**src/cfg_pkg.sv**
```systemverilog
package cfg_pkg;

	//////////////////////////////
	// Address map
	//////////////////////////////
	localparam int unsigned PAGE_LSB           = 12;            // Page field is addr[31:12]
	localparam logic [31:0] TGT_PAGE_BASE      = 32'h0003_0000; // Page of target 0
	localparam logic [31:0] LOCAL_PAGE         = 32'h0003_0005; // Own register page
	localparam logic [31:0] UNMAPPED_PAGE_LAST = 32'h0003_FFFF;

	localparam int unsigned MST_ADDR_W = 15; // Downstream address width
	localparam int unsigned NUM_TGT    = 5;

	// External target positions at page TGT_PAGE_BASE + index
	typedef enum logic [2:0] {
		TGT_USER     = 3'd0,
		TGT_ANALYZER = 3'd1,
		TGT_BRIDGE   = 3'd2,
		TGT_SERDES   = 3'd3,
		TGT_SWITCH   = 3'd4
	} tgt_idx_e;

	//////////////////////////////
	// Bus bundles
	//////////////////////////////
	typedef struct packed {
		logic        pending; // Request waiting for the downstream side
		logic        write;
		logic [31:0] addr;
		logic [31:0] data;
		logic [3:0]  strb;
	} cfg_req_t;

	typedef struct packed {
		logic                  awvalid;
		logic [MST_ADDR_W-1:0] awaddr;
		logic                  wvalid;
		logic [31:0]           wdata;
		logic [3:0]            wstrb;
		logic                  arvalid;
		logic [MST_ADDR_W-1:0] araddr;
		logic                  rready;
	} mst_bus_t;

	typedef struct packed {
		logic        awready;
		logic        wready;
		logic        arready;
		logic [31:0] rdata;
		logic        rvalid;
	} tgt_rsp_t;

	typedef struct packed {
		logic [NUM_TGT-1:0] ext_en; // One-hot external target enable
		logic               local_en;
		logic               unmapped;
	} tgt_sel_t;

endpackage
```
**src/cfg_ctrl.sv**
```systemverilog
`timescale 1ns/1ps

module cfg_ctrl import cfg_pkg::*; #(
	parameter int unsigned PRJ_SEL_W = 5
) (
	input  logic                   aa_awvalid_i,
	input  logic [31:0]            aa_awaddr_i,
	input  logic                   aa_wvalid_i,
	input  logic [31:0]            aa_wdata_i,
	input  logic [3:0]             aa_wstrb_i,
	input  logic                   aa_arvalid_i,
	input  logic [31:0]            aa_araddr_i,
	input  logic                   aa_rready_i,
	output logic                   aa_awready_o,
	output logic                   aa_wready_o,
	output logic                   aa_arready_o,
	output logic                   aa_rvalid_o,
	output logic [31:0]            aa_rdata_o,
	output mst_bus_t               mst_o,
	input  tgt_rsp_t [NUM_TGT-1:0] tgt_rsp_i,
	output logic [NUM_TGT-1:0]     tgt_en_o,
	output logic [PRJ_SEL_W-1:0]   user_prj_sel_o,
	input  logic                   axi_clk,
	input  logic                   axi_reset_n
);

	cfg_req_t    req;
	logic        req_done;
	logic [31:0] rd_data;
	tgt_sel_t    sel;
	tgt_rsp_t    local_rsp;
	tgt_rsp_t    seq_rsp; // Merged response seen by the sequencer

	assign tgt_en_o = sel.ext_en;

	//////////////////////////////
	// Front end
	//////////////////////////////
	cfg_slave_port u_slave_port (
		.axi_clk      (axi_clk),
		.axi_reset_n  (axi_reset_n),
		.aa_awvalid_i (aa_awvalid_i),
		.aa_awaddr_i  (aa_awaddr_i),
		.aa_wvalid_i  (aa_wvalid_i),
		.aa_wdata_i   (aa_wdata_i),
		.aa_wstrb_i   (aa_wstrb_i),
		.aa_arvalid_i (aa_arvalid_i),
		.aa_araddr_i  (aa_araddr_i),
		.aa_rready_i  (aa_rready_i),
		.aa_awready_o (aa_awready_o),
		.aa_wready_o  (aa_wready_o),
		.aa_arready_o (aa_arready_o),
		.aa_rvalid_o  (aa_rvalid_o),
		.aa_rdata_o   (aa_rdata_o),
		.req_o        (req),
		.req_done_i   (req_done),
		.rd_data_i    (rd_data)
	);

	cfg_target_decode u_target_decode (
		.axi_clk     (axi_clk),
		.axi_reset_n (axi_reset_n),
		.req_addr_i  (req.addr),
		.sel_o       (sel)
	);

	cfg_master_seq u_master_seq (
		.axi_clk     (axi_clk),
		.axi_reset_n (axi_reset_n),
		.req_i       (req),
		.rsp_i       (seq_rsp),
		.mst_o       (mst_o),
		.req_done_o  (req_done),
		.rd_data_o   (rd_data)
	);

	//////////////////////////////
	// Response path
	//////////////////////////////
	cfg_rsp_select #(
		.PRJ_SEL_W (PRJ_SEL_W)
	) u_rsp_select (
		.sel_i       (sel),
		.tgt_rsp_i   (tgt_rsp_i),
		.local_rsp_i (local_rsp),
		.mst_i       (mst_o),
		.rsp_o       (seq_rsp)
	);

	cfg_prj_sel_reg #(
		.PRJ_SEL_W (PRJ_SEL_W)
	) u_prj_sel_reg (
		.axi_clk        (axi_clk),
		.axi_reset_n    (axi_reset_n),
		.local_en_i     (sel.local_en),
		.mst_i          (mst_o),
		.rsp_o          (local_rsp),
		.user_prj_sel_o (user_prj_sel_o)
	);

endmodule

```
**src/cfg_prj_sel_reg.sv**
```systemverilog
`timescale 1ns/1ps

module cfg_prj_sel_reg import cfg_pkg::*; #(
	parameter int unsigned PRJ_SEL_W = 5
) (
	input  logic                 axi_clk,
	input  logic                 axi_reset_n,
	input  logic                 local_en_i,
	input  mst_bus_t             mst_i,
	output tgt_rsp_t             rsp_o,
	output logic [PRJ_SEL_W-1:0] user_prj_sel_o
);

	logic sel_wr; // Write to offset 0 with byte 0 enabled

	assign sel_wr = local_en_i && mst_i.awvalid && mst_i.wvalid &&
		(mst_i.awaddr[PAGE_LSB-1:0] == '0) && mst_i.wstrb[0];

	always_ff @(posedge axi_clk or negedge axi_reset_n) begin
		if (!axi_reset_n) begin
			user_prj_sel_o <= '0;
		end else if (sel_wr) begin
			user_prj_sel_o <= mst_i.wdata[PRJ_SEL_W-1:0];
		end
	end

	// Zero wait state slave
	assign rsp_o.awready = mst_i.awvalid;
	assign rsp_o.wready  = mst_i.wvalid;
	assign rsp_o.arready = mst_i.arvalid;
	assign rsp_o.rvalid  = mst_i.arvalid;
	assign rsp_o.rdata   = 32'(user_prj_sel_o); // Zero-extended

endmodule

```
**src/cfg_rsp_select.sv**
```systemverilog
`timescale 1ns/1ps

module cfg_rsp_select import cfg_pkg::*; #(
	parameter int unsigned PRJ_SEL_W = 5
) (
	input  tgt_sel_t               sel_i,
	input  tgt_rsp_t [NUM_TGT-1:0] tgt_rsp_i,
	input  tgt_rsp_t               local_rsp_i,
	input  mst_bus_t               mst_i,
	output tgt_rsp_t               rsp_o
);

	localparam int unsigned RSP_W = $bits(tgt_rsp_t);
	// Only the select bits of the local read word are meaningful
	localparam logic [31:0] LOCAL_MASK = 32'((64'd1 << PRJ_SEL_W) - 64'd1);

	tgt_rsp_t         local_rsp;
	tgt_rsp_t         unmap_rsp;
	logic [RSP_W-1:0] merged;

	always_comb begin
		local_rsp       = local_rsp_i;
		local_rsp.rdata = local_rsp_i.rdata & LOCAL_MASK;

		// Unmapped range accepts everything and reads back all ones
		unmap_rsp.awready = mst_i.awvalid;
		unmap_rsp.wready  = mst_i.wvalid;
		unmap_rsp.arready = mst_i.arvalid;
		unmap_rsp.rvalid  = mst_i.arvalid;
		unmap_rsp.rdata   = '1;

		merged = {RSP_W{sel_i.local_en}} & local_rsp;
		merged = merged | ({RSP_W{sel_i.unmapped}} & unmap_rsp);
		for (int i = 0; i < NUM_TGT; i++) begin
			merged = merged | ({RSP_W{sel_i.ext_en[i]}} & tgt_rsp_i[i]);
		end
	end

	assign rsp_o = tgt_rsp_t'(merged);

endmodule

```
**src/cfg_master_seq.sv**
```systemverilog
`timescale 1ns/1ps

module cfg_master_seq import cfg_pkg::*; (
	input  logic        axi_clk,
	input  logic        axi_reset_n,
	input  cfg_req_t    req_i,
	input  tgt_rsp_t    rsp_i,
	output mst_bus_t    mst_o,
	output logic        req_done_o,
	output logic [31:0] rd_data_o
);

	typedef enum logic [1:0] {
		SQ_IDLE,
		SQ_WRITE,
		SQ_READ
	} seq_state_e;

	seq_state_e state_q;
	mst_bus_t   mst_q;
	logic       aw_ok; // Address phase finished now or earlier
	logic       w_ok;  // Data phase finished now or earlier

	assign mst_o = mst_q;
	assign aw_ok = !mst_q.awvalid || rsp_i.awready;
	assign w_ok  = !mst_q.wvalid || rsp_i.wready;

	//////////////////////////////
	// Downstream FSM
	//////////////////////////////
	always_ff @(posedge axi_clk or negedge axi_reset_n) begin
		if (!axi_reset_n) begin
			state_q    <= SQ_IDLE;
			mst_q      <= '0;
			req_done_o <= 1'b0;
		end else begin
			req_done_o <= 1'b0;

			case (state_q)
				SQ_IDLE: begin
					// Done still high means the slave port has not cleared pending yet
					if (req_i.pending && !req_done_o) begin
						if (req_i.write) begin
							mst_q.awvalid <= 1'b1;
							mst_q.awaddr  <= req_i.addr[MST_ADDR_W-1:0];
							mst_q.wvalid  <= 1'b1;
							mst_q.wdata   <= req_i.data;
							mst_q.wstrb   <= req_i.strb;
							state_q       <= SQ_WRITE;
						end else begin
							mst_q.arvalid <= 1'b1;
							mst_q.araddr  <= req_i.addr[MST_ADDR_W-1:0];
							mst_q.rready  <= 1'b1;
							state_q       <= SQ_READ;
						end
					end
				end
				SQ_WRITE: begin
					if (rsp_i.awready) begin
						mst_q.awvalid <= 1'b0;
						mst_q.awaddr  <= '0;
					end
					if (rsp_i.wready) begin
						mst_q.wvalid <= 1'b0;
						mst_q.wdata  <= '0;
						mst_q.wstrb  <= '0;
					end
					if (aw_ok && w_ok) begin // Readies may come together or apart
						req_done_o <= 1'b1;
						state_q    <= SQ_IDLE;
					end
				end
				SQ_READ: begin
					if (rsp_i.arready || rsp_i.rvalid) begin
						mst_q.arvalid <= 1'b0;
						mst_q.araddr  <= '0;
					end
					if (rsp_i.rvalid) begin
						mst_q.rready <= 1'b0;
						req_done_o   <= 1'b1;
						state_q      <= SQ_IDLE;
					end
				end
				default: state_q <= SQ_IDLE;
			endcase
		end
	end

	// Read data capture
	always_ff @(posedge axi_clk) begin
		if (state_q == SQ_READ && rsp_i.rvalid) begin
			rd_data_o <= rsp_i.rdata;
		end
	end

endmodule

```
**src/cfg_target_decode.sv**
```systemverilog
`timescale 1ns/1ps

module cfg_target_decode import cfg_pkg::*; (
	input  logic        axi_clk,
	input  logic        axi_reset_n,
	input  logic [31:0] req_addr_i,
	output tgt_sel_t    sel_o
);

	localparam int unsigned PAGE_W = 32 - PAGE_LSB;

	logic [PAGE_W-1:0] page;
	logic [31:0]       page_ext; // Page widened for compares against the map words
	tgt_sel_t          sel_d;

	assign page     = req_addr_i[31:PAGE_LSB];
	assign page_ext = 32'(page);

	//////////////////////////////
	// Page compares
	//////////////////////////////
	always_comb begin
		sel_d = '0;
		sel_d.ext_en[TGT_USER]     = (page_ext == TGT_PAGE_BASE + TGT_USER);
		sel_d.ext_en[TGT_ANALYZER] = (page_ext == TGT_PAGE_BASE + TGT_ANALYZER);
		sel_d.ext_en[TGT_BRIDGE]   = (page_ext == TGT_PAGE_BASE + TGT_BRIDGE);
		sel_d.ext_en[TGT_SERDES]   = (page_ext == TGT_PAGE_BASE + TGT_SERDES);
		sel_d.ext_en[TGT_SWITCH]   = (page_ext == TGT_PAGE_BASE + TGT_SWITCH);
		sel_d.local_en = (page_ext == LOCAL_PAGE);
		// Everything above the local page up to the end of the window
		sel_d.unmapped = (page_ext > LOCAL_PAGE) && (page_ext <= UNMAPPED_PAGE_LAST);
	end

	always_ff @(posedge axi_clk or negedge axi_reset_n) begin
		if (!axi_reset_n) begin
			sel_o <= '0;
		end else begin
			sel_o <= sel_d; // One cycle behind the address
		end
	end

endmodule

```
**src/cfg_slave_port.sv**
```systemverilog
`timescale 1ns/1ps

module cfg_slave_port import cfg_pkg::*; (
	input  logic        axi_clk,
	input  logic        axi_reset_n,
	input  logic        aa_awvalid_i,
	input  logic [31:0] aa_awaddr_i,
	input  logic        aa_wvalid_i,
	input  logic [31:0] aa_wdata_i,
	input  logic [3:0]  aa_wstrb_i,
	input  logic        aa_arvalid_i,
	input  logic [31:0] aa_araddr_i,
	input  logic        aa_rready_i,
	output logic        aa_awready_o,
	output logic        aa_wready_o,
	output logic        aa_arready_o,
	output logic        aa_rvalid_o,
	output logic [31:0] aa_rdata_o,
	output cfg_req_t    req_o,
	input  logic        req_done_i,
	input  logic [31:0] rd_data_i
);

	typedef enum logic [2:0] {
		ST_IDLE,
		ST_RD_WAIT,
		ST_RD_HOLD,
		ST_WR_DATA,
		ST_WR_WAIT
	} slv_state_e;

	slv_state_e state_q;
	cfg_req_t   req_q;
	logic       rd_done_q; // Read data in hand while rready is still low

	assign req_o = req_q;

	always_ff @(posedge axi_clk or negedge axi_reset_n) begin
		if (!axi_reset_n) begin
			state_q      <= ST_IDLE;
			req_q        <= '0;
			rd_done_q    <= 1'b0;
			aa_awready_o <= 1'b0;
			aa_wready_o  <= 1'b0;
			aa_arready_o <= 1'b0;
			aa_rvalid_o  <= 1'b0;
			aa_rdata_o   <= '0;
		end else begin
			// Handshake pulses last one cycle
			aa_awready_o <= 1'b0;
			aa_wready_o  <= 1'b0;
			aa_arready_o <= 1'b0;

			case (state_q)
				ST_IDLE: begin
					if (aa_awvalid_i) begin // Write wins over read
						aa_awready_o <= 1'b1;
						req_q.addr   <= aa_awaddr_i;
						req_q.write  <= 1'b1;
						state_q      <= ST_WR_DATA;
					end else if (aa_arvalid_i) begin
						aa_arready_o  <= 1'b1;
						req_q.addr    <= aa_araddr_i;
						req_q.write   <= 1'b0;
						req_q.pending <= 1'b1;
						state_q       <= ST_RD_WAIT;
					end
				end
				ST_RD_WAIT: begin
					if (req_done_i) begin
						aa_rdata_o    <= rd_data_i;
						req_q.pending <= 1'b0;
						req_q.addr    <= '0; // Decoder drops back to no target
					end
					if ((req_done_i || rd_done_q) && aa_rready_i) begin
						aa_rvalid_o <= 1'b1;
						rd_done_q   <= 1'b0;
						state_q     <= ST_RD_HOLD;
					end else if (req_done_i) begin
						rd_done_q <= 1'b1;
					end
				end
				ST_RD_HOLD: begin
					if (aa_rready_i) begin
						aa_rvalid_o <= 1'b0;
						aa_rdata_o  <= '0;
						state_q     <= ST_IDLE;
					end
				end
				ST_WR_DATA: begin
					if (aa_wvalid_i) begin
						req_q.data    <= aa_wdata_i;
						req_q.strb    <= aa_wstrb_i;
						req_q.pending <= 1'b1;
						state_q       <= ST_WR_WAIT;
					end
				end
				ST_WR_WAIT: begin
					if (req_done_i) begin
						aa_wready_o   <= 1'b1;
						req_q.pending <= 1'b0;
						req_q.addr    <= '0;
						state_q       <= ST_IDLE;
					end
				end
				default: state_q <= ST_IDLE;
			endcase
		end
	end

endmodule

```
**config.mk**
```make
export PLATFORM = sky130hd
export DESIGN_NAME = cfg_ctrl
export DESIGN_NICKNAME = d
export VERILOG_FILES = /design/src/cfg_pkg.sv /design/src/cfg_ctrl.sv /design/src/cfg_prj_sel_reg.sv /design/src/cfg_rsp_select.sv /design/src/cfg_master_seq.sv /design/src/cfg_target_decode.sv /design/src/cfg_slave_port.sv
export SDC_FILE = /design/constraint.sdc
export NUM_CORES = 1
export LEC_CHECK = 0
export BUFFER_PORTS_ARGS = -buffer_cell sky130_fd_sc_hd__buf_4
export CORE_ASPECT_RATIO = 2
export CORE_MARGIN = 2
export CORE_UTILIZATION = 42
export DETAILED_ROUTE_END_ITERATION = 10
export PLACE_DENSITY_LB_ADDON = 0.25
export SLEW_MARGIN = 20
export SYNTH_ARGS = -nofsm -noshare
export SYNTH_HDL_FRONTEND = slang
export SYNTH_HIERARCHICAL = 1
export SYNTH_SLANG_ARGS = --single-unit
```
**constraint.sdc**
```tcl
create_clock -name axi_clk -period 4.19 [get_ports axi_clk]
set_input_delay 0.838 -clock axi_clk [delete_from_list [all_inputs] [get_ports axi_clk]]
set_output_delay 0.838 -clock axi_clk [all_outputs]
set_load 0.01 [all_outputs]
```
==> results.json, run 1 <==
{
  "cts_resized": 0,
  "crit_chain": "a222oi_1 > nand3_1 > nor2_1 > a21oi_1 > and3_1 > mux2_2",
  "max_freq_mhz": 372,
  "finalCoreUtilization_pct": 58.2,
  "post-cts-setup-buffers": 0,
  "grt_setup_unrepaired": "no",
  "clock_latency_ps": 500,
  "initial_core_util_pct": 42.8,
  "syn_to_final_growth_pct": 35.9,
  "clock_skew_ps": 10.6,
  "maxSlewHeadroom_pct": 33.5,
  "reg2reg_slack_ps": 1500,
  "finalNetCount": 1529,
  "clkTransAtPathRegs_ps": 70,
  "drt_iter0_drc": 490,
  "overflow": 0,
  "num-fill-cells": 2189,
  "worstSetupStartpointType": "register",
  "grt_usage_pct": 23.8,
  "place_inst": 1548,
  "drc": 0,
  "fin_crit_ps": 2690,
  "cts_sinks": 227,
  "core_mm2": 0.0245,
  "dp_hpwl_mm": 24.7,
  "crit_type": "register to register",
  "leakage_uw": 0.00689,
  "worstMarginPinSlew_ps": 997,
  "wl_per_cell_um": 20.6,
  "fin_area_mm2": 0.0143,
  "gp_congestion": 0.826,
  "root_buffer": "clkbuf_16",
  "cts_tree": "done",
  "clk_path_buf_depth": 3,
  "io_pins": 402,
  "crit_buf_inv": 0,
  "min_path_type": "input pin to asynchronous set/reset pin",
  "finalHoldViolations": 0,
  "slew_violations": 0,
  "drive_above_1_share_pct": 43.9,
  "crit_start": "u_target_decode/sel_o[3]",
  "drtPass1Iterations": 6,
  "finalSetupTns_ps": 0,
  "grt_max_degree": 98,
  "vdd_drop_max_mv": 0.367,
  "io_buffers": 401,
  "cp.arrival_ps": 3070,
  "cp.required_ps": 4570,
  "die-width_um": 116,
  "holdBufCountCts": 0,
  "vias": 8606,
  "rows": 81,
  "numCtsBuffers": 20,
  "cp.depth": 6,
  "avgSynthCellArea_um2": 11.9,
  "status": "finished clean",
  "max_stage_delay_ps": 820,
  "vias_per_cell": 5.43,
  "syn_nets": 1171,
  "maxCapViolations": 0,
  "r2r_cells": 6,
  "die_h_um": 228,
  "synth_warnings": 6,
  "grt_pass1_vias": 8632,
  "syn-cell-area_mm2": 0.0105,
  "fin_cells": 1586,
  "h-tree-depth": 1,
  "crit_family": "simple AND/OR/NAND/NOR gates",
  "postPlaceCellArea_mm2": 0.0136,
  "finalCritPeriodShare_pct": 64.1,
  "critPathMaxFanout": 17,
  "cp-endpoint": "u_master_seq/mst_o[1]",
  "antenna_found_initial": 2,
  "rr_startpoint": "u_target_decode/sel_o[3]",
  "r2r_end": "u_master_seq/mst_o[1]",
  "drt.antenna.violating_nets": 0,
  "critPathCaptureType": "register",
  "syn_inst": 880,
  "die_area_mm2": 0.0264,
  "finalSetupViolCount": 0,
  "cp_slowest_cell": "and3_1",
  "routed_wl_mm": 32.6,
  "p_per_area_mw_per_mm2": 648,
  "grt_pass1_wl_mm": 47.7
}
## state kept, by name (all words and copies together) (netlist names)
name,flops
u_slave_port/rd_done_q,1
u_slave_port/aa_rdata_o,32
u_prj_sel_reg/user_prj_sel_o,5
u_master_seq/req_done_o,1
u_slave_port/aa_rvalid_o,1
u_slave_port/aa_wready_o,1
u_slave_port/state_q,3
u_target_decode/sel_o,7
u_slave_port/aa_arready_o,1
u_master_seq/mst_o,70
u_slave_port/req_o,70
u_master_seq/state_q,2
u_slave_port/aa_awready_o,1
u_master_seq/rd_data_o,32
## power breakdown
part           internal, µW  total [µW]  leakage [µW]  switching [µW]
Combinational          1820        3690       0.00377            1860
Sequential             3040        3630       0.00278             600
Clock                  1140        1920      0.000338             785
Total                  6000        9240       0.00689            3250
## area by class of cell
| class | count | area, µm² | share of cell area [%] |
|---|---|---|---|
| diodes | 2 | 5.00 | 0.0351 |
| well taps | 332 | 415 | 2.91 |
| repair buffers | 416 | 3140 | 22.0 |
| clock inverters | 5 | 81.3 | 0.570 |
| multi-input cells | 562 | 4130 | 29.0 |
| clock buffers | 31 | 613 | 4.30 |
| inverters | 11 | 41.3 | 0.289 |
| flip-flops and latches | 227 | 5840 | 40.9 |
## layer usage
metal | track usage [%] | vias up | wire (µm)
li1 | - | 3959 | -
met1 | 26.0 | 4149 | 11600
met2 | 43.5 | 416 | 17100
met3 | 3.57 | 82 | 2190
met4 | 12.5 | 0 | 1790
met5 | 0 | - | 0
## how the worst min path moves through the flow
stage	to
after floorplan	u_slave_port/req_o[55]
after global placement	u_slave_port/req_o[55]
after detailed placement	u_slave_port/req_o[55]
after CTS	u_slave_port/req_o[63]
after global routing	u_slave_port/req_o[61]
final	u_slave_port/req_o[59]
## worst reg2reg max path, delay by kind of cell (launching register included)
family          cells  cell delay [ps]
flops               1              740
simple gates        3             1040
mux                 1              440
compound gates      2              340
## layout by cell type, fill, tap and decap left out, types with 18 or more instances in the layout
| cell | count |
|---|---|
| edfxtp_1 | 32 |
| nor2b_1 | 18 |
| nand2_1 | 108 |
| o31ai_2 | 28 |
| mux2i_1 | 36 |
| a21oi_1 | 36 |
| mux2_2 | 48 |
| buf_4 | 414 |
| a22oi_1 | 68 |
| o21ai_0 | 21 |
| dfrtp_1 | 195 |
| nand3_1 | 39 |
| clkbuf_16 | 21 |
| a22o_1 | 51 |
## stage by stage
stage                     total power (µW)  setup slack, ps  hold slack [ps]
after detailed placement              7380             1340              467
after global placement                7280             1390              462
after global routing                  9800             1360              457
final                                 9240             1500              394
after floorplan                       5960             1940              449
after CTS                             9340             1500              421
Note: power is estimated with default switching activity, not from simulation.
==> inputs of run 2 (changes only) <==
- clock period: 4.19 -> 2.4 ns (I/O delays scaled with it)
==> run 2 against run 1 <==
Net effect: clock skew rose by 2.0 ps; power is 84% higher; highest routed layer unchanged; critical path type unchanged; setup slack worse by 1200 ps; sequential share of layout area shrank 1.1 points.
==> results.json, run 2 (synthesis results as in run 1) <==
{
  "status": "finished clean",
  "min_path_type": "input pin to register",
  "final_cell_mix": "buf_4, dfrtp_1, nand2_1, a22oi_1, a22o_1",
  "r2r_end": "u_master_seq/state_q[1]",
  "cts_tree": "done",
  "max_stage_delay_ps": 450,
  "reg2reg_slack_ps": 290,
  "wl_per_cell_um": 20.7,
  "dp_hpwl_mm": 25.2,
  "r2r_cells": 7,
  "critPathCaptureType": "register",
  "finalHoldViolations": 0,
  "h-tree-depth": 1,
  "drtPass1Iterations": 5,
  "grt_usage_pct": 24.5,
  "die_h_um": 228,
  "gr-usage-met2_pct": 44.9,
  "vias_per_cell": 5.37,
  "worstSetupStartpointType": "register",
  "grt_setup_unrepaired": "no",
  "clk_path_buf_depth": 3,
  "grtUsageMet1_pct": 26.5,
  "drt_iter0_drc": 488,
  "crit_chain": "buf_4 > a222oi_1 > nand3_1 > inv_1 > a22oi_1 > o21ai_0 > mux2_2",
  "finalSetupViolCount": 0,
  "die-width_um": 116,
  "slew_violations": 0,
  "maxSlewHeadroom_pct": 43.3,
  "clock_skew_ps": 12.7,
  "holdPathStages": 2,
  "initial_core_util_pct": 42.8,
  "routed_wl_mm": 33.3,
  "postPlaceCellArea_mm2": 0.0138,
  "cp.arrival_ps": 2510,
  "grt_pass1_vias": 8846,
  "grt_max_degree": 65,
  "drc": 0,
  "numCtsBuffers": 22,
  "worstHoldStart": "aa_wdata_i[14]",
  "io_buffers": 401,
  "leakage_uw": 0.00710,
  "crit_family": "compound AO/OA/AOI/OAI gates",
  "holdPathEnd": "u_slave_port/req_o[18]",
  "critPathMaxFanout": 11,
  "maxCapViolations": 0,
  "crit_buf_inv": 2,
  "io_pins": 402,
  "cts_sinks": 227,
  "whs_ps": 191,
  "syn_to_final_growth_pct": 39.8,
  "rr_startpoint": "u_target_decode/sel_o[5]",
  "grt_util_met3_pct": 4.31,
  "p_per_area_mw_per_mm2": 1160,
  "cts_resized": 0,
  "cp_slowest_cell": "dfrtp_1",
  "finalNetCount": 1549,
  "layout_commonest_cell": "buf_4",
  "fin_area_mm2": 0.0147,
  "die_area_mm2": 0.0264,
  "finalCoreUtilization_pct": 59.8,
  "vias": 8639,
  "finalCritPeriodShare_pct": 88.1,
  "max_freq_mhz": 473,
  "rows": 81,
  "drt.antenna.violating_nets": 0,
  "worstMarginPinSlew_ps": 851,
  "clock_latency_ps": 520,
  "root_buffer": "clkbuf_16",
  "clkTransAtPathRegs_ps": 70,
  "overflow": 0,
  "crit_type": "register to register",
  "antenna_found_initial": 2,
  "top_usage_layer": "met2",
  "grt_pass1_wl_mm": 49.0,
  "gp_congestion": 0.845,
  "core_mm2": 0.0245,
  "vdd_drop_max_mv": 0.639,
  "finalSetupTns_ps": 0,
  "drive_above_1_share_pct": 45.1,
  "cp.required_ps": 2800,
  "fin_crit_ps": 2110
}
[run 2: worst max-delay path by stage]
stage | startpoint | to | slack, ps | cells past startpoint
after floorplan | u_target_decode/sel_o[3] | u_master_seq/rd_data_o[0] | 250 | 5
after global placement | tgt_rsp_i[107] | u_master_seq/mst_o[56] | 310 | 6
after detailed placement | tgt_rsp_i[72] | u_master_seq/mst_o[7] | 300 | 8
after CTS | u_target_decode/sel_o[5] | u_master_seq/state_q[1] | 310 | 7
after global routing | u_target_decode/sel_o[5] | u_master_seq/state_q[1] | 200 | 7
final | u_target_decode/sel_o[5] | u_master_seq/state_q[1] | 290 | 7
[run 2: cell type report]
class                   count  area (µm²)
clock buffers              30         707
multi-input cells         562        4130
clock inverters            10         164
fillers                  2182        9850
diodes                      2        5.00
well taps                 332         415
flip-flops and latches    227        5840
repair buffers            434        3370
inverters                  11        41.3
[run 2: timing repair]
item                      CTS  global route
hold endpoints to repair   55             0
hold buffers                1             0
buffers inserted            0             0
[run 2: report_power, final]
group | leakage, µW | switching, µW | internal, µW | total, µW
Clock | 0.000426 | 1530 | 2510 | 4050
Sequential | 0.00278 | 1000 | 5300 | 6300
Combinational | 0.00390 | 3350 | 3340 | 6690
Total | 0.00710 | 5890 | 11200 | 17000
[run 2: metrics by stage]
stage | power [µW] | std cells | worst slack, ps
finish | 17000 | 1608 | 286
global route | 18000 | 1608 | 198
CTS | 17200 | 1606 | 313
detailed placement | 13100 | 1565 | 301
global placement | 12900 | 1565 | 312
floorplan | 10400 | 880 | 252
[run 2: routing by layer]
layer	vias up	share of wire, %
met5	-	0
met4	0	4.6
met3	62	6.4
met2	349	53
met1	4219	36
li1	4009	-
